===== src/snes_cart_pkg.sv =====
// Types and constants shared by the cartridge load and save RAM modules, imported by wildcard
`default_nettype none

package snes_cart_pkg;

	// ======================================================================
	// User settings
	// ======================================================================

	// ROM header mapping choice
	typedef enum logic [2:0] {
		map_auto      = 3'd0,
		map_no_header = 3'd1,
		map_lorom     = 3'd2,
		map_hirom     = 3'd3,
		map_exhirom   = 3'd4
	} rom_map_e;

	typedef enum logic [1:0] {
		region_auto = 2'd0,
		region_ntsc = 2'd1,
		region_pal  = 2'd2
	} region_sel_e;

	// Initial contents written over the save RAM
	typedef enum logic [1:0] {
		pat_alt_9966 = 2'd0,
		pat_alt_00ff = 2'd1,
		pat_const_55 = 2'd2,
		pat_const_ff = 2'd3
	} fill_pat_e;

	// Backup RAM sector sequencer
	typedef enum logic [1:0] {
		bk_idle     = 2'd0,
		bk_request  = 2'd1,
		bk_transfer = 2'd2
	} bk_state_e;

	// ======================================================================
	// Widths and header layout
	// ======================================================================

	localparam int MASK_W       = 24;
	localparam int DL_ADDR_W    = 25;
	localparam int DL_DATA_W    = 16;
	localparam int SECTOR_BYTES = 512;
	localparam int SECTOR_BITS  = $clog2(SECTOR_BYTES);
	localparam int LBA_W        = 32;

	// Copier header in front of the ROM image
	localparam int HDR_OFFSET = 512;

	// Internal header bases, size bytes at base and base + 2
	localparam logic [DL_ADDR_W-1:0] HDR_LOROM   = 25'h000_7FD6;
	localparam logic [DL_ADDR_W-1:0] HDR_HIROM   = 25'h000_FFD6;
	localparam logic [DL_ADDR_W-1:0] HDR_EXHIROM = 25'h040_FFD6;

endpackage

`default_nettype wire

===== src/backup_sync.sv =====
// Moves the save RAM to and from the SD card sector by sector on load, save or mount
`default_nettype none
`timescale 1ns/1ps

module backup_sync
	import snes_cart_pkg::*;
#(
	parameter int SAVE_ADDR_BITS = 12
) (
	input  wire                 clk_sys,
	input  wire                 RESET,
	input  wire                 dl_active,
	input  wire                 img_mounted,
	input  wire                 img_readonly,
	input  wire [MASK_W-1:0]    ram_mask,
	input  wire                 bk_load_req,
	input  wire                 bk_save_req,
	input  wire                 sd_ack,
	output logic [LBA_W-1:0]    sd_lba,
	output logic                sd_rd,
	output logic                sd_wr,
	output logic                bk_busy,
	output logic                bk_loading
);

	localparam int LBA_BITS = SAVE_ADDR_BITS - SECTOR_BITS;

	bk_state_e         bk_state;
	logic              bk_ena;
	logic              dl_active_d;
	logic              load_req_d;
	logic              save_req_d;
	logic              sd_ack_d;
	logic [LBA_W-1:0]  lba_last;

	wire dl_rise   = dl_active & ~dl_active_d;
	wire dl_fall   = ~dl_active & dl_active_d;
	wire load_rise = bk_load_req & ~load_req_d & bk_ena;
	wire save_rise = bk_save_req & ~save_req_d & bk_ena;
	wire ack_rise  = sd_ack & ~sd_ack_d;
	wire ack_fall  = ~sd_ack & sd_ack_d;

	// Last sector of the cartridge RAM capped at the physical RAM size
	always_comb begin
		if (ram_mask[MASK_W-1:SAVE_ADDR_BITS] != '0)
			lba_last = LBA_W'((1 << LBA_BITS) - 1);
		else
			lba_last = LBA_W'(ram_mask[SAVE_ADDR_BITS-1:SECTOR_BITS]);
	end

	always_ff @(posedge clk_sys) begin
		if (RESET) begin
			bk_state    <= bk_idle;
			bk_ena      <= 1'b0;
			bk_loading  <= 1'b0;
			sd_rd       <= 1'b0;
			sd_wr       <= 1'b0;
			sd_lba      <= '0;
			dl_active_d <= 1'b0;
			load_req_d  <= 1'b0;
			save_req_d  <= 1'b0;
			sd_ack_d    <= 1'b0;
		end else begin
			dl_active_d <= dl_active;
			load_req_d  <= bk_load_req;
			save_req_d  <= bk_save_req;
			sd_ack_d    <= sd_ack;

			// Save file gets mounted near the end of the download
			if (dl_rise)
				bk_ena <= 1'b0;
			if (dl_active && img_mounted && !img_readonly)
				bk_ena <= |ram_mask;

			case (bk_state)
				bk_idle: begin
					if (load_rise || save_rise) begin
						bk_state   <= bk_request;
						bk_loading <= load_rise;
						sd_lba     <= '0;
						sd_rd      <= load_rise;
						sd_wr      <= ~load_rise;
					end
					// Restore the save file right after the ROM is in
					if (dl_fall && bk_ena) begin
						bk_state   <= bk_request;
						bk_loading <= 1'b1;
						sd_lba     <= '0;
						sd_rd      <= 1'b1;
						sd_wr      <= 1'b0;
					end
				end
				bk_request: begin
					if (ack_rise) begin
						sd_rd    <= 1'b0;
						sd_wr    <= 1'b0;
						bk_state <= bk_transfer;
					end
				end
				bk_transfer: begin
					if (ack_fall) begin
						if (sd_lba >= lba_last) begin
							bk_state   <= bk_idle;
							bk_loading <= 1'b0;
						end else begin
							sd_lba   <= sd_lba + 1'b1;
							sd_rd    <= bk_loading;
							sd_wr    <= ~bk_loading;
							bk_state <= bk_request;
						end
					end
				end
				default: bk_state <= bk_idle;
			endcase
		end
	end

	assign bk_busy = (bk_state != bk_idle);

	// Exactly one request line in the request state and none elsewhere
	a_one_request: assert property (@(posedge clk_sys) disable iff (RESET)
		(bk_state == bk_request) ? (sd_rd != sd_wr) : !(sd_rd || sd_wr));

endmodule

`default_nettype wire


===== config.mk =====
export PLATFORM = sky130hd
export DESIGN_NAME = backup_sync
export DESIGN_NICKNAME = d
export VERILOG_FILES = /design/src/snes_cart_pkg.sv /design/src/backup_sync.sv
export SDC_FILE = /design/constraint.sdc
export NUM_CORES = 1
export LEC_CHECK = 0
export ABC_AREA = 1
export BUFFER_PORTS_ARGS = -buffer_cell sky130_fd_sc_hd__clkbuf_2
export CAP_MARGIN = 20
export CELL_PAD_IN_SITES_DETAIL_PLACEMENT = 0
export CELL_PAD_IN_SITES_GLOBAL_PLACEMENT = 2
export CORE_MARGIN = 2
export CORE_UTILIZATION = 25
export DETAILED_ROUTE_END_ITERATION = 8
export PLACE_DENSITY_LB_ADDON = 0.1
export SETUP_SLACK_MARGIN = 0.15
export SYNTH_ARGS = -nofsm -noshare
export SYNTH_HDL_FRONTEND = slang
export SYNTH_SLANG_ARGS = --single-unit

===== constraint.sdc =====
create_clock -name clk_sys -period 2.56 [get_ports clk_sys]
set_input_delay 0.512 -clock clk_sys [delete_from_list [all_inputs] [get_ports clk_sys]]
set_output_delay 0.512 -clock clk_sys [all_outputs]
set_load 0.05 [all_outputs]

# --- Yosys cells after proc, flatten, opt, wreduce, memory -nomap -nowiden ---
# Index checks and enable logic that the tools add are counted.
word_totals:
  regBits: 42
  word_cells: 79
op_classes:
  n_addsub: 1
  order_cmp: 1
  eq_ne: 7
  n_mux: 28
  bitwise: 16
  n_reduce_logical: 16
op_table:
  columns: ["op", "n"]
  rows:
  - ["$mux 32", 4]
  - ["$pmux 32 s2", 1]
  - ["$add 32x1->32 const B", 1]
  - ["$ge 32x32->1", 1]
  - ["$reduce_or 24->1", 1]
  - ["$mux 1", 14]
  - ["$reduce_bool 12->1", 1]
  - ["$and 1x1->1", 8]
  - ["$mux 2", 4]
  - ["$ne 2x2->1 const B", 4]
  - ["$not 1->1", 8]
  - ["$reduce_and 4->1", 2]
  - ["$pmux 1 s3", 2]
  - ["$pmux 2 s3", 1]
  - ["$reduce_bool 2->1", 3]
  - ["$reduce_and 5->1", 1]
  - ["$logic_and 1x1->1", 3]
  - ["$mux 3", 1]
  - ["$ne 3x3->1 const B", 1]
  - ["$reduce_and 3->1", 1]
  - ["$reduce_bool 3->1", 1]
  - ["$eq 2x1->1 const B", 1]
  - ["$eq 2x2->1 const B", 1]
  - ["$logic_not 2->1", 1]
  - ["3 further kinds", 3]

# --- Longest topological paths before layout ---
# Gate-level depths: netlist (run 1).
depth:
  ltp_word: 7
  mapped_depth: 18

# --- Least setup slack after synthesis (run 1) ---
# No wires, ideal clock.
synth_path:
  kind: "in2reg"
  from: "in ram_mask[23]"
  to: "reg sd_lba[2]"
  t_arrival_ps: 2256
  t_required_ps: 2427
  slack_ps: 171
  cell_stages: 15
  n_path_buf: 1
  path_cell_list: "nor2_1 nand2_1 nor3_1 inv_1 or2_2 ha_1 nand2_1 nor3_1 nor2_1 nand2_1 nand2_1 nand2_4 buf_6 nand2_1 a21oi_1"
synth_via:
  elab_chain_cells: 5
synth_lines:
  columns: ["element", "line_no", "source"]
  rows:
  - ["from (decl)", "backup_sync.sv:15", "input wire [MASK_W-1:0] ram_mask,"]
  - ["$reduce_bool 12->1", "backup_sync.sv:45", "if (ram_mask[MASK_W-1:SAVE_ADDR_BITS] != '0)"]
  - ["$mux 3", "backup_sync.sv:45", null]
  - ["$ge 32x32->1", "backup_sync.sv:102", "if (sd_lba >= lba_last) begin"]
  - ["$ne 2x2->1 (no line)", null, null]
  - ["$reduce_and 4->1 (no line)", null, null]
  - ["to (signal assigned)", "backup_sync.sv:106", "sd_lba <= sd_lba + 1'b1;"]
  - ["to (decl)", "backup_sync.sv:19", "output logic [LBA_W-1:0] sd_lba,"]
# Every way passes these cells.
# A chain may end at the register's enable or synchronous reset.

# --- Final worst setup path (run 1) ---
layout_path:
  from: "in ram_mask[15]"
  to: "reg sd_wr"
layout_via:
  elab_chain_cells: 5
layout_lines:
  columns: ["element", "line_no", "source"]
  rows:
  - ["$reduce_bool 12->1", "backup_sync.sv:45", null]
  - ["$mux 3", "backup_sync.sv:45", null]
  - ["$ge 32x32->1", "backup_sync.sv:102", null]
  - ["$ne 2x2->1 (no line)", null, null]
  - ["$reduce_and 5->1 (no line)", null, null]
  - ["to (signal assigned)", "backup_sync.sv:82", "sd_wr <= ~load_rise;"]
  - ["to (signal assigned)", "backup_sync.sv:108", "sd_wr <= ~bk_loading;"]
  - ["to (decl)", "backup_sync.sv:21", "output logic sd_wr,"]
# Every way passes these cells.

==> results.yml, run 1 <==
sta:
  skew_ns: 0.009452
  min_period_ns: 2.253
  clock.fmax_ghz: 0.4439
  worst_slew_pin_slew_ns: 0.5244
  drv_slew: 0
  hold_violations: 0
  setup_viol: 0
  whs_ns: 0.4107
  rsz0062_at_grt: "no"
  min_period_over_period_pct: 88.00
  slew_headroom_pct: 65.04
placement:
  placedCellCount: 421
  post_dp_cell_area_um2: 2275
  place_congestion: 0.6974
  post-dp-hpwl_um: 3385
  port-buffer-count: 67
clock_tree:
  clk_path_buf_depth: 2
  ctsHoldBuffers: 0
  numCtsBuffers: 5
  cts.clk_slew.worst_paths_ns: 0.08
  htreeDepth: 2
  cts_sinks: 42
  cts_tree: "yes"
  cts_root_buffer: "clkbuf_8"
  clk_latency_ns: 0.30
global_routing:
  grt_max_degree: 31
  grt_overflow_total: 0
  antenna_found_initial: 0
  grt_pass1_wl_um: 7914
  grt_pass1_vias: 1684
  track_usage_pct: 12.06
routing:
  routedWlPerCell_um: 10.81
  drt-total-wl_um: 4659
  dr_wl_met2_um: 2265
  drt_iter0_markers: 44
  viasPerCell: 4.046
  dr_wl_met3_um: 173
  drc: 0
  vias: 1744
  dr.max_layer_used: "met4"
  m1WireLength_um: 2172
  drt-pass1-iter-count: 4
  ant_nets: 0
finish:
  num-fill-cells: 820
  final_area_um2: 2409
  layout.nets: 371
  num_antenna_cells: 0
  fin_util_pct: 33.57
  areaGrowthSynthToFinish_pct: 30.77
  layout.cells.non_filler: 431
  drive_above_1_share_pct: 28.61
yosys:
  netlist_instances: 259
  yosysTopAreaCell: "dfxtp_1"
  syn_area_per_cell_um2: 7.111
  synth_top_area_share_pct: 45.65
  yosys_warnings: 0
  synth_area_leaders: "dfxtp_1 46%, nor2_1 15%, nand2_1 13%, ha_1 5.4%, inv_1 4.5%"
  ys_ff_latch: 42
  synth_nets: 299
  ys_seq_area_share_pct: 45.65
  ys_types: 24
  netlist_area_um2: 1842
min_path:
  min_to: "load_req_d"
  hold_path_startpoint: "bk_load_req"
  worst_hold_path_type: "primary input to flip-flop"
  whs_path_depth: 3
die:
  placementRows: 31
  die_w_um: 89.83
  floorplan.initialDensity_pct: 25.67
  dieArea_um2: 8069
  core_um2: 7176
  die_h_um: 89.83
  io_pins: 68
critical_path:
  worstPathArrival_ns: 2.45
  crit_cells: 17
  critPathMaxStageDelay_ns: 0.27
  crit_buf_inv: 3
  cp-start-kind: "primary input"
  path_class: "primary input to flip-flop"
  worstPathCellList: "clkbuf_2, nor2_1, nand2_1, nor3_2, inv_1, or2_2, ha_1, nand2_1, nor3_1, nor2_1, nand2_1, nand2_4, buf_4, nand2_2, nand2_1, nand2_1, nor2_1"
  rr_endpoint: "sd_lba[20]"
  timing.critical_path.mode_cell: "nand2_1"
  path_max_fanout: 4
  r2r_slack_ns: 0.60
  cp.required_ns: 2.76
  end_kind: "flip-flop"
  cp_slowest_cell: "or2_2"
  reg2reg_depth: 10
  critPathTopFamily: "simple AND/OR/NAND/NOR gates"
  r2r_start: "bk_state[0]"
power_and_ir_drop:
  max-vdd-ir-drop_v: 0.0003686
  p_leak_uw: 0.001196
  power_density_nw_per_um2: 727.9
  total_power_uw: 1753
outcome:
  outcome: "completed"
job:
  drv_cap: 0
## final cells by class
cell class	instances	area, µm²	share of cell area (%)
flip-flops and latches	42	840.8	34.91
well taps	99	123.9	5.143
repair buffers	71	365.4	15.17
clock inverters	3	25.02	1.039
clock buffers	5	68.82	2.857
inverters	25	93.84	3.896
multi-input cells	186	890.9	36.99
## cell usage after synthesis
library cell  instances
a211oi_1              1
a21oi_1               6
a21oi_2               1
a41oi_1               1
buf_6                 3
clkbuf_1              4
dfxtp_1              42
ha_1                  8
inv_1                22
inv_2                 3
nand2_1              66
nand2_2               1
nand2_4               1
nand3_1               8
nand4_1               1
nor2_1               74
nor2_2                2
nor2_4                2
nor3_1                4
nor3_2                1
nor4_1                2
o21ai_0               3
or2_2                 2
xnor2_1               1
## tightest hold or removal path, delay by kind of cell
family / cells / cell delay (ns)
simple gates: 1 / 0.03
buf+inv: 2 / 0.13
## placed cells by master (no fill, tap or decap), types with 2 or more instances in the layout
master	Yosys	layout
a21oi_1	6	6
nor3_1	4	3
nor4_1	2	2
clkbuf_8	0	5
buf_4	0	4
nand2_4	1	2
nand2_1	66	65
nor2_4	2	2
inv_1	22	22
nor2_2	2	2
ha_1	8	8
nor2_1	74	74
dfxtp_1	42	42
nor3_2	1	2
nand3_1	8	8
inv_2	3	3
or2_2	2	2
clkbuf_2	0	67
o21ai_0	3	3
## worst max-delay path by stage
stage | start | endpoint | slack, ns
after floorplan | ram_mask[23] | sd_lba[2] | 0.17
after global placement | ram_mask[23] | sd_lba[17] | -0.07
after detailed placement | ram_mask[21] | sd_lba[17] | -0.14
after CTS | ram_mask[23] | sd_lba[17] | 0.18
after global routing | ram_mask[17] | sd_rd | 0.12
final | ram_mask[15] | sd_wr | 0.31
## cells by family after synthesis
logic type	synth area share (%)
XOR/XNOR	0.4756
adder cells (fa/ha/maj)	5.435
AO/OA/AOI/OAI	3.804
buffers and inverters	7.744
AND/OR/NAND/NOR	36.89
flip-flops	45.65
## where the power goes
part           switching (µW)  leakage [µW]  total, µW  internal [µW]
clock                     258     0.0000447        455            197
sequential               19.5      0.000340        703            683
combinational             434      0.000811        596            162
total                     711       0.00120       1750           1040
## what timing repair did
action	4_1_cts	5_1_grt
setup buffers	0	1
gates resized for setup	0	4
setup endpoints to repair	0	33
## sequential cells by signal, indices dropped and copies added (netlist names)
signal / cells
bk_ena: 1
bk_loading: 1
bk_state: 2
dl_active_d: 1
load_req_d: 1
save_req_d: 1
sd_ack_d: 1
sd_lba: 32
sd_rd: 1
sd_wr: 1
## per-stage QoR
stage / setup WS, ns / setup TNS [ns]
floorplan: 0.1712 / 0
finish: 0.3073 / 0
global route: 0.1233 / 0
CTS: 0.1815 / 0
detailed placement: -0.1432 / -3.053
global placement: -0.06532 / -1.157
## routing by layer
metal	vias up	GRT usage (%)
met2	30	20.58
met1	769	15.11
met4	0	3.846
met5	-	0
li1	940	-
met3	5	2.766
Note: power is estimated with default switching activity, not from simulation.
==> inputs of run 2 (changes only) <==
- ABC_AREA: 1 -> not set
- CORE_UTILIZATION: 25 -> 28
==> run 2 against run 1 <==
  * Sequential power down 2%
  * Utilization grew 6.2 points
  * Fmax down 3.4%
  * Final area grew 3.1%
  * Worst hold slack better by 0.042 ns
  * Synthesized area down 3.3%
  * Routed wire length fell by 9.9%
  * Combinational power down 46%
  * Sequential cell count did not move
  * Total power decreased by 17%
  * Setup slack lost 0.079 ns
  * Critical path type unchanged
==> results.yml, run 2 <==
outcome:
  outcome: "completed"
finish:
  top_register: "sd_lba"
  areaGrowthSynthToFinish_pct: 39.40
  layout.nets: 292
  final_cell_mix: "66 x clkbuf_2, 42 x dfxtp_1, 28 x and2_1"
  final_common_cell: "clkbuf_2"
  drive_above_1_share_pct: 43.48
  num-fill-cells: 635
  largest_reg_flops: 32
  layout.cells.non_filler: 330
  num_antenna_cells: 0
  final_area_um2: 2484
  largestRegisters: "sd_lba: 32 flops, bk_state: 2 flops"
die:
  dieArea_um2: 7017
  placementRows: 29
  die_w_um: 83.77
  io_pins: 68
  floorplan.initialDensity_pct: 28.55
  die_h_um: 83.77
  core_um2: 6241
global_routing:
  grt_max_degree: 29
  antenna_found_initial: 0
  track_usage_pct: 12.16
  grt_pass1_wl_um: 6796
  grt_pass1_vias: 1429
  grt_overflow_total: 0
routing:
  vias: 1499
  ant_nets: 0
  drt-total-wl_um: 4198
  routedWlPerCell_um: 12.72
  drt-pass1-iter-count: 4
  drt_iter0_markers: 49
  drc: 0
  viasPerCell: 4.542
sta:
  setup_viol: 0
  min_period_ns: 2.331
  skew_ns: 0.007971
  hold_violations: 0
  min_period_over_period_pct: 91.07
  drv_slew: 0
  tns_ns: 0
  slew_headroom_pct: 63.14
  rsz0062_at_grt: "yes"
  clock.fmax_ghz: 0.4289
  whs_ns: 0.4526
  fin_ws_ns: 0.2287
  worst_slew_pin_slew_ns: 0.5530
yosys:
  ys_ff_latch: 42
  ys_seq_area_share_pct: 47.19
  synth_commonest_cells: "42 x dfxtp_1, 28 x and2_1, 9 x a21oi_1"
  synth_edf_count: 0
  yosys_most_used_dff: "dfxtp_1"
  netlist_instances: 175
  yosysMostFrequentCell: "dfxtp_1"
  yosysTopAreaCell: "dfxtp_1"
  synth-async-reset-ratio_pct: 0
  syn_area_per_cell_um2: 10.18
  synth_nets: 215
  synth_area_leaders: "dfxtp_1 47%, and2_1 9.8%, ha_1 5.6%, nor4_1 2.8%, a21oi_1 2.5%"
  netlist_area_um2: 1782
  synth_top_area_share_pct: 47.19
  ys_types: 41
  yosys_warnings: 0
clock_tree:
  cts_root_buffer: "clkbuf_8"
  htreeDepth: 2
  cts.clk_slew.worst_paths_ns: 0.09
  clk_path_buf_depth: 2
  clk_latency_ns: 0.30
  ctsHoldBuffers: 0
  cts_tree: "yes"
  numCtsBuffers: 5
  cts_sinks: 42
critical_path:
  cp-start-kind: "primary input"
  critPathTopFamily: "simple AND/OR/NAND/NOR gates"
  path_max_fanout: 5
  path_class: "primary input to flip-flop"
  cp_slowest_cell: "nor4b_4"
  worstPathCellList: "clkbuf_2, nor4_4, nand3_2, or2_4, ha_4, nor3b_4, nor4b_4, o31ai_4, buf_6, a31oi_2, a211oi_2"
  crit_buf_inv: 2
  critPathMaxStageDelay_ns: 0.40
  worstPathArrival_ns: 2.51
  cp.required_ns: 2.74
  end_kind: "flip-flop"
placement:
  place_ws_ns: -0.1104
  post_dp_cell_area_um2: 2291
  port-buffer-count: 67
  place_congestion: 0.7592
  placedCellCount: 319
  post-dp-hpwl_um: 3162
power_and_ir_drop:
  internal_power_uw: 982.4
  power_density_nw_per_um2: 585.9
  seqPwrFrac_pct: 47.4
  clock_power_share_pct: 30.6
  combPwrFrac_pct: 21.9
  max-vdd-ir-drop_v: 0.0003142
  p_leak_uw: 0.001137
  netSwitchingPower_uw: 472.7
  swShare_pct: 32.48
job:
  drv_cap: 0
min_path:
  worst_hold_path_type: "primary input to flip-flop"
run 2: cell types whose count changed in the layout (fill, tap and decap cells not counted), moves of 4 or more:
cell	previous run	this run
nand2_1	65	4
nand2b_1	0	5
nor2_1	74	5
and2_1	0	28
nand3_1	8	1
nor4_4	0	4
inv_1	22	7
nor2b_1	0	4
run 2: timing repair:
| action | in CTS | in global routing |
|---|---|---|
| buffers inserted | 0 | 3 |
| hold endpoints to repair | 0 | 0 |
| endpoints found under the setup margin | 0 | 7 |
| resized for setup | 0 | 15 |
run 2: kinds of logic after synthesis:
family | synth area share, %
buf+inv | 3.231
fa+ha+maj | 5.618
flops | 47.19
compound gates | 12.71
simple gates | 31.25
run 2: final cells by class:
class / count / area (µm²) / share of cell area, %
repair buffers: 75 / 409.1 / 16.47
flip-flops and latches: 42 / 840.8 / 33.85
clock buffers: 5 / 68.82 / 2.771
multi-input cells: 121 / 1017 / 40.96
inverters: 7 / 26.28 / 1.058
well taps: 77 / 96.34 / 3.879
clock inverters: 3 / 25.02 / 1.008
run 2: worst reg2reg max path, cell delays in order, from the launching register on:
cell and delay, ns:
dfxtp_1 0.39, inv_1 0.08, ha_1 0.35, a2bb2oi_1 0.28
nand2_1 0.22, nor4b_1 0.50, a211oi_2 0.13
run 2: metrics by stage:
| step | utilization, % | power [µW] |
|---|---|---|
| floorplan | - | 913.8 |
| global placement | 36.71 | 999.6 |
| detailed placement | 36.71 | 995.8 |
| CTS | 38.21 | 1448 |
| global route | 39.80 | 1540 |
| finish | 39.80 | 1455 |
run 2: final timing paths:
path	from	to	slack, ns	cells after the start
worst max register to register	bk_state[0]	sd_wr	0.50	6
worst max-delay path	ram_mask[13]	sd_wr	0.23	11
worst min-delay path	bk_load_req	load_req_d	0.45	2
worst min register to register	sd_lba[20]	sd_lba[20]	0.49	1
run 2: power groups by stage:
stage / logic, µW / clock network [µW] / registers [µW]
after floorplan: 177 / 0 / 736
after global placement: 296 / 0 / 704
after detailed placement: 292 / 0 / 703
after CTS: 294 / 466 / 688
after global routing: 352 / 494 / 694
final: 319 / 446 / 690
run 2: metal layers:
metal  vias to the layer above  track usage, %  share of wire, %
met1                       685           15.16                46
li1                        781               -                 -
met3                         7           3.759               4.3
met2                        26           20.00                48
met5                         -               0                 0
met4                         0           3.959               1.5
==> inputs of run 3 (changes only) <==
- CELL_PAD_IN_SITES_DETAIL_PLACEMENT: 0 -> not set
- CELL_PAD_IN_SITES_GLOBAL_PLACEMENT: 2 -> not set
- CORE_ASPECT_RATIO: not set -> 0.8
- CORE_UTILIZATION: 28 -> 48
- PLACE_DENSITY: not set -> 0.79
- PLACE_DENSITY_LB_ADDON: 0.1 -> not set
==> run 3 against run 2 <==
  * Clock-buffer cell count unchanged
  * Largest power group unchanged
  * Utilization rose by 29 points
  * Sequential power is essentially flat
  * Highest routed layer unchanged
  * Register-to-register slack is essentially flat
==> results.yml, run 3 (synthesis results as in run 2) <==
global_routing:
  grt_overflow_total: 0
  grt_pass1_wl_um: 6444
  grt_util_met2_pct: 31.72
  use_met1_pct: 24.49
  grt_max_degree: 16
  grt_pass1_vias: 1501
  use_met3_pct: 7.534
  track_usage_pct: 19.78
  antenna_found_initial: 0
  grt-busiest-layer: "met2"
finish:
  final_cell_mix: "66 x clkbuf_2, 42 x dfxtp_1, 28 x and2_1"
  layout.cells.non_filler: 293
  fin_util_pct: 68.81
  largestRegisters: "sd_lba: 32 flops, bk_state: 2 flops"
  areaGrowthSynthToFinish_pct: 34.97
  largest_reg_flops: 32
  num-fill-cells: 305
  top_register: "sd_lba"
  drive_above_1_share_pct: 41.04
  num_antenna_cells: 0
  layout.nets: 290
  final_common_cell: "clkbuf_2"
critical_path:
  cp-start-kind: "primary input"
  end_kind: "flip-flop"
  path_max_fanout: 4
  cp.required_ns: 2.75
  reg2reg_depth: 7
  cp_slowest_cell: "nor4b_4"
  path_class: "primary input to flip-flop"
  worstPathCellList: "buf_6, nor4_4, nand3_1, or2_4, ha_4, nor3b_4, nor4b_4, nor4b_2, buf_4, o31ai_4, a21oi_1"
  critPathMaxStageDelay_ns: 0.38
  worstPathArrival_ns: 2.53
die:
  die_h_um: 58.50
  dieArea_um2: 4218
  io_pins: 68
  floorplan.initialDensity_pct: 50.98
  placementRows: 19
  core_um2: 3495
  die_w_um: 72.12
clock_tree:
  post-cts-setup-buffers: 0
  clk_path_buf_depth: 2
  cts.clk_slew.worst_paths_ns: 0.08
  ctsHoldBuffers: 0
  cts_root_buffer: "clkbuf_8"
  numCtsBuffers: 5
  cts_sinks: 42
  cts_tree: "yes"
  clk_latency_ns: 0.30
  htreeDepth: 2
sta:
  clock.fmax_ghz: 0.4282
  slew_headroom_pct: 53.43
  skew_ns: 0.006940
  min_period_over_period_pct: 91.22
  worst_slew_pin_slew_ns: 0.6960
  rsz0062_at_grt: "yes"
  whs_ns: 0.4479
  setup_viol: 0
  drv_slew: 0
  tns_ns: 0
  hold_violations: 0
  min_period_ns: 2.335
routing:
  viasPerCell: 5.406
  drt-total-wl_um: 4003
  drc: 0
  drt_iter0_markers: 101
  ant_nets: 0
  drt-pass1-iter-count: 4
  routedWlPerCell_um: 13.66
  vias: 1584
placement:
  post-dp-hpwl_um: 2959
  placedCellCount: 285
  port-buffer-count: 67
  place_congestion: 0.8399
power_and_ir_drop:
  total_power_uw: 1518
  power_density_nw_per_um2: 631.3
  max-vdd-ir-drop_v: 0.0004595
  p_leak_uw: 0.001132
min_path:
  worst_hold_path_type: "primary input to flip-flop"
  whs_path_depth: 2
job:
  drv_cap: 0
outcome:
  outcome: "completed"
==> run 3: changes by cell type in the layout (fill, tap and decap cells not counted), moves of 2 or more <==
cell	before	now
buf_6	3	1
a31oi_1	3	5
a211oi_1	0	2
a31oi_2	2	0
a211oi_2	2	0
==> run 3: final cells by class <==
cell class	count	area [µm²]	share of cell area, %
flip-flops and latches	42	840.8	34.96
repair buffers	73	386.6	16.08
well taps	42	52.55	2.185
clock buffers	5	68.82	2.862
multi-input cells	121	985.9	41.00
clock inverters	3	43.79	1.821
inverters	7	26.28	1.093
==> run 3: worst max-delay path, delay by kind of cell <==
family,cells,cell delay [ns]
and+or+nand+nor,6,1.17
adders and majority gates,1,0.27
AOI/OAI and AO/OA,2,0.30
buffers and inverters,2,0.27
==> run 3: power by group <==
group          switching (µW)  total [µW]  internal [µW]
Combinational             200         307            106
Sequential               16.4         690            674
Clock                     229         522            292
==> run 3: worst paths after layout <==
check                     from    endpoint  slack (ns)
setup / recovery  ram_mask[16]  bk_loading        0.22
hold / removal     bk_save_req  save_req_d        0.45
setup reg to reg   bk_state[0]  sd_lba[12]        0.51
hold reg to reg     sd_lba[30]  sd_lba[30]        0.49
==> run 3: routing by layer <==
metal  routed length (µm)  share of wire [%]
met5                    0                  0
met4                   48                1.2
met3                  351                8.8
met2                 1746                 44
met1                 1856                 46
==> run 3: per-stage QoR <==
stage                     cell area, µm²  worst slack, ns
after floorplan                     1853           0.1255
after global placement              2255         -0.06023
after detailed placement            2255          -0.1625
after CTS                           2372           0.1666
after global routing                2405          0.09461
final                               2405           0.2247
==> run 3: what timing repair did <==
item	CTS	global route
pin swaps	2	11
resized for setup	1	7
hold endpoints to repair	0	0
setup endpoints to repair	1	6
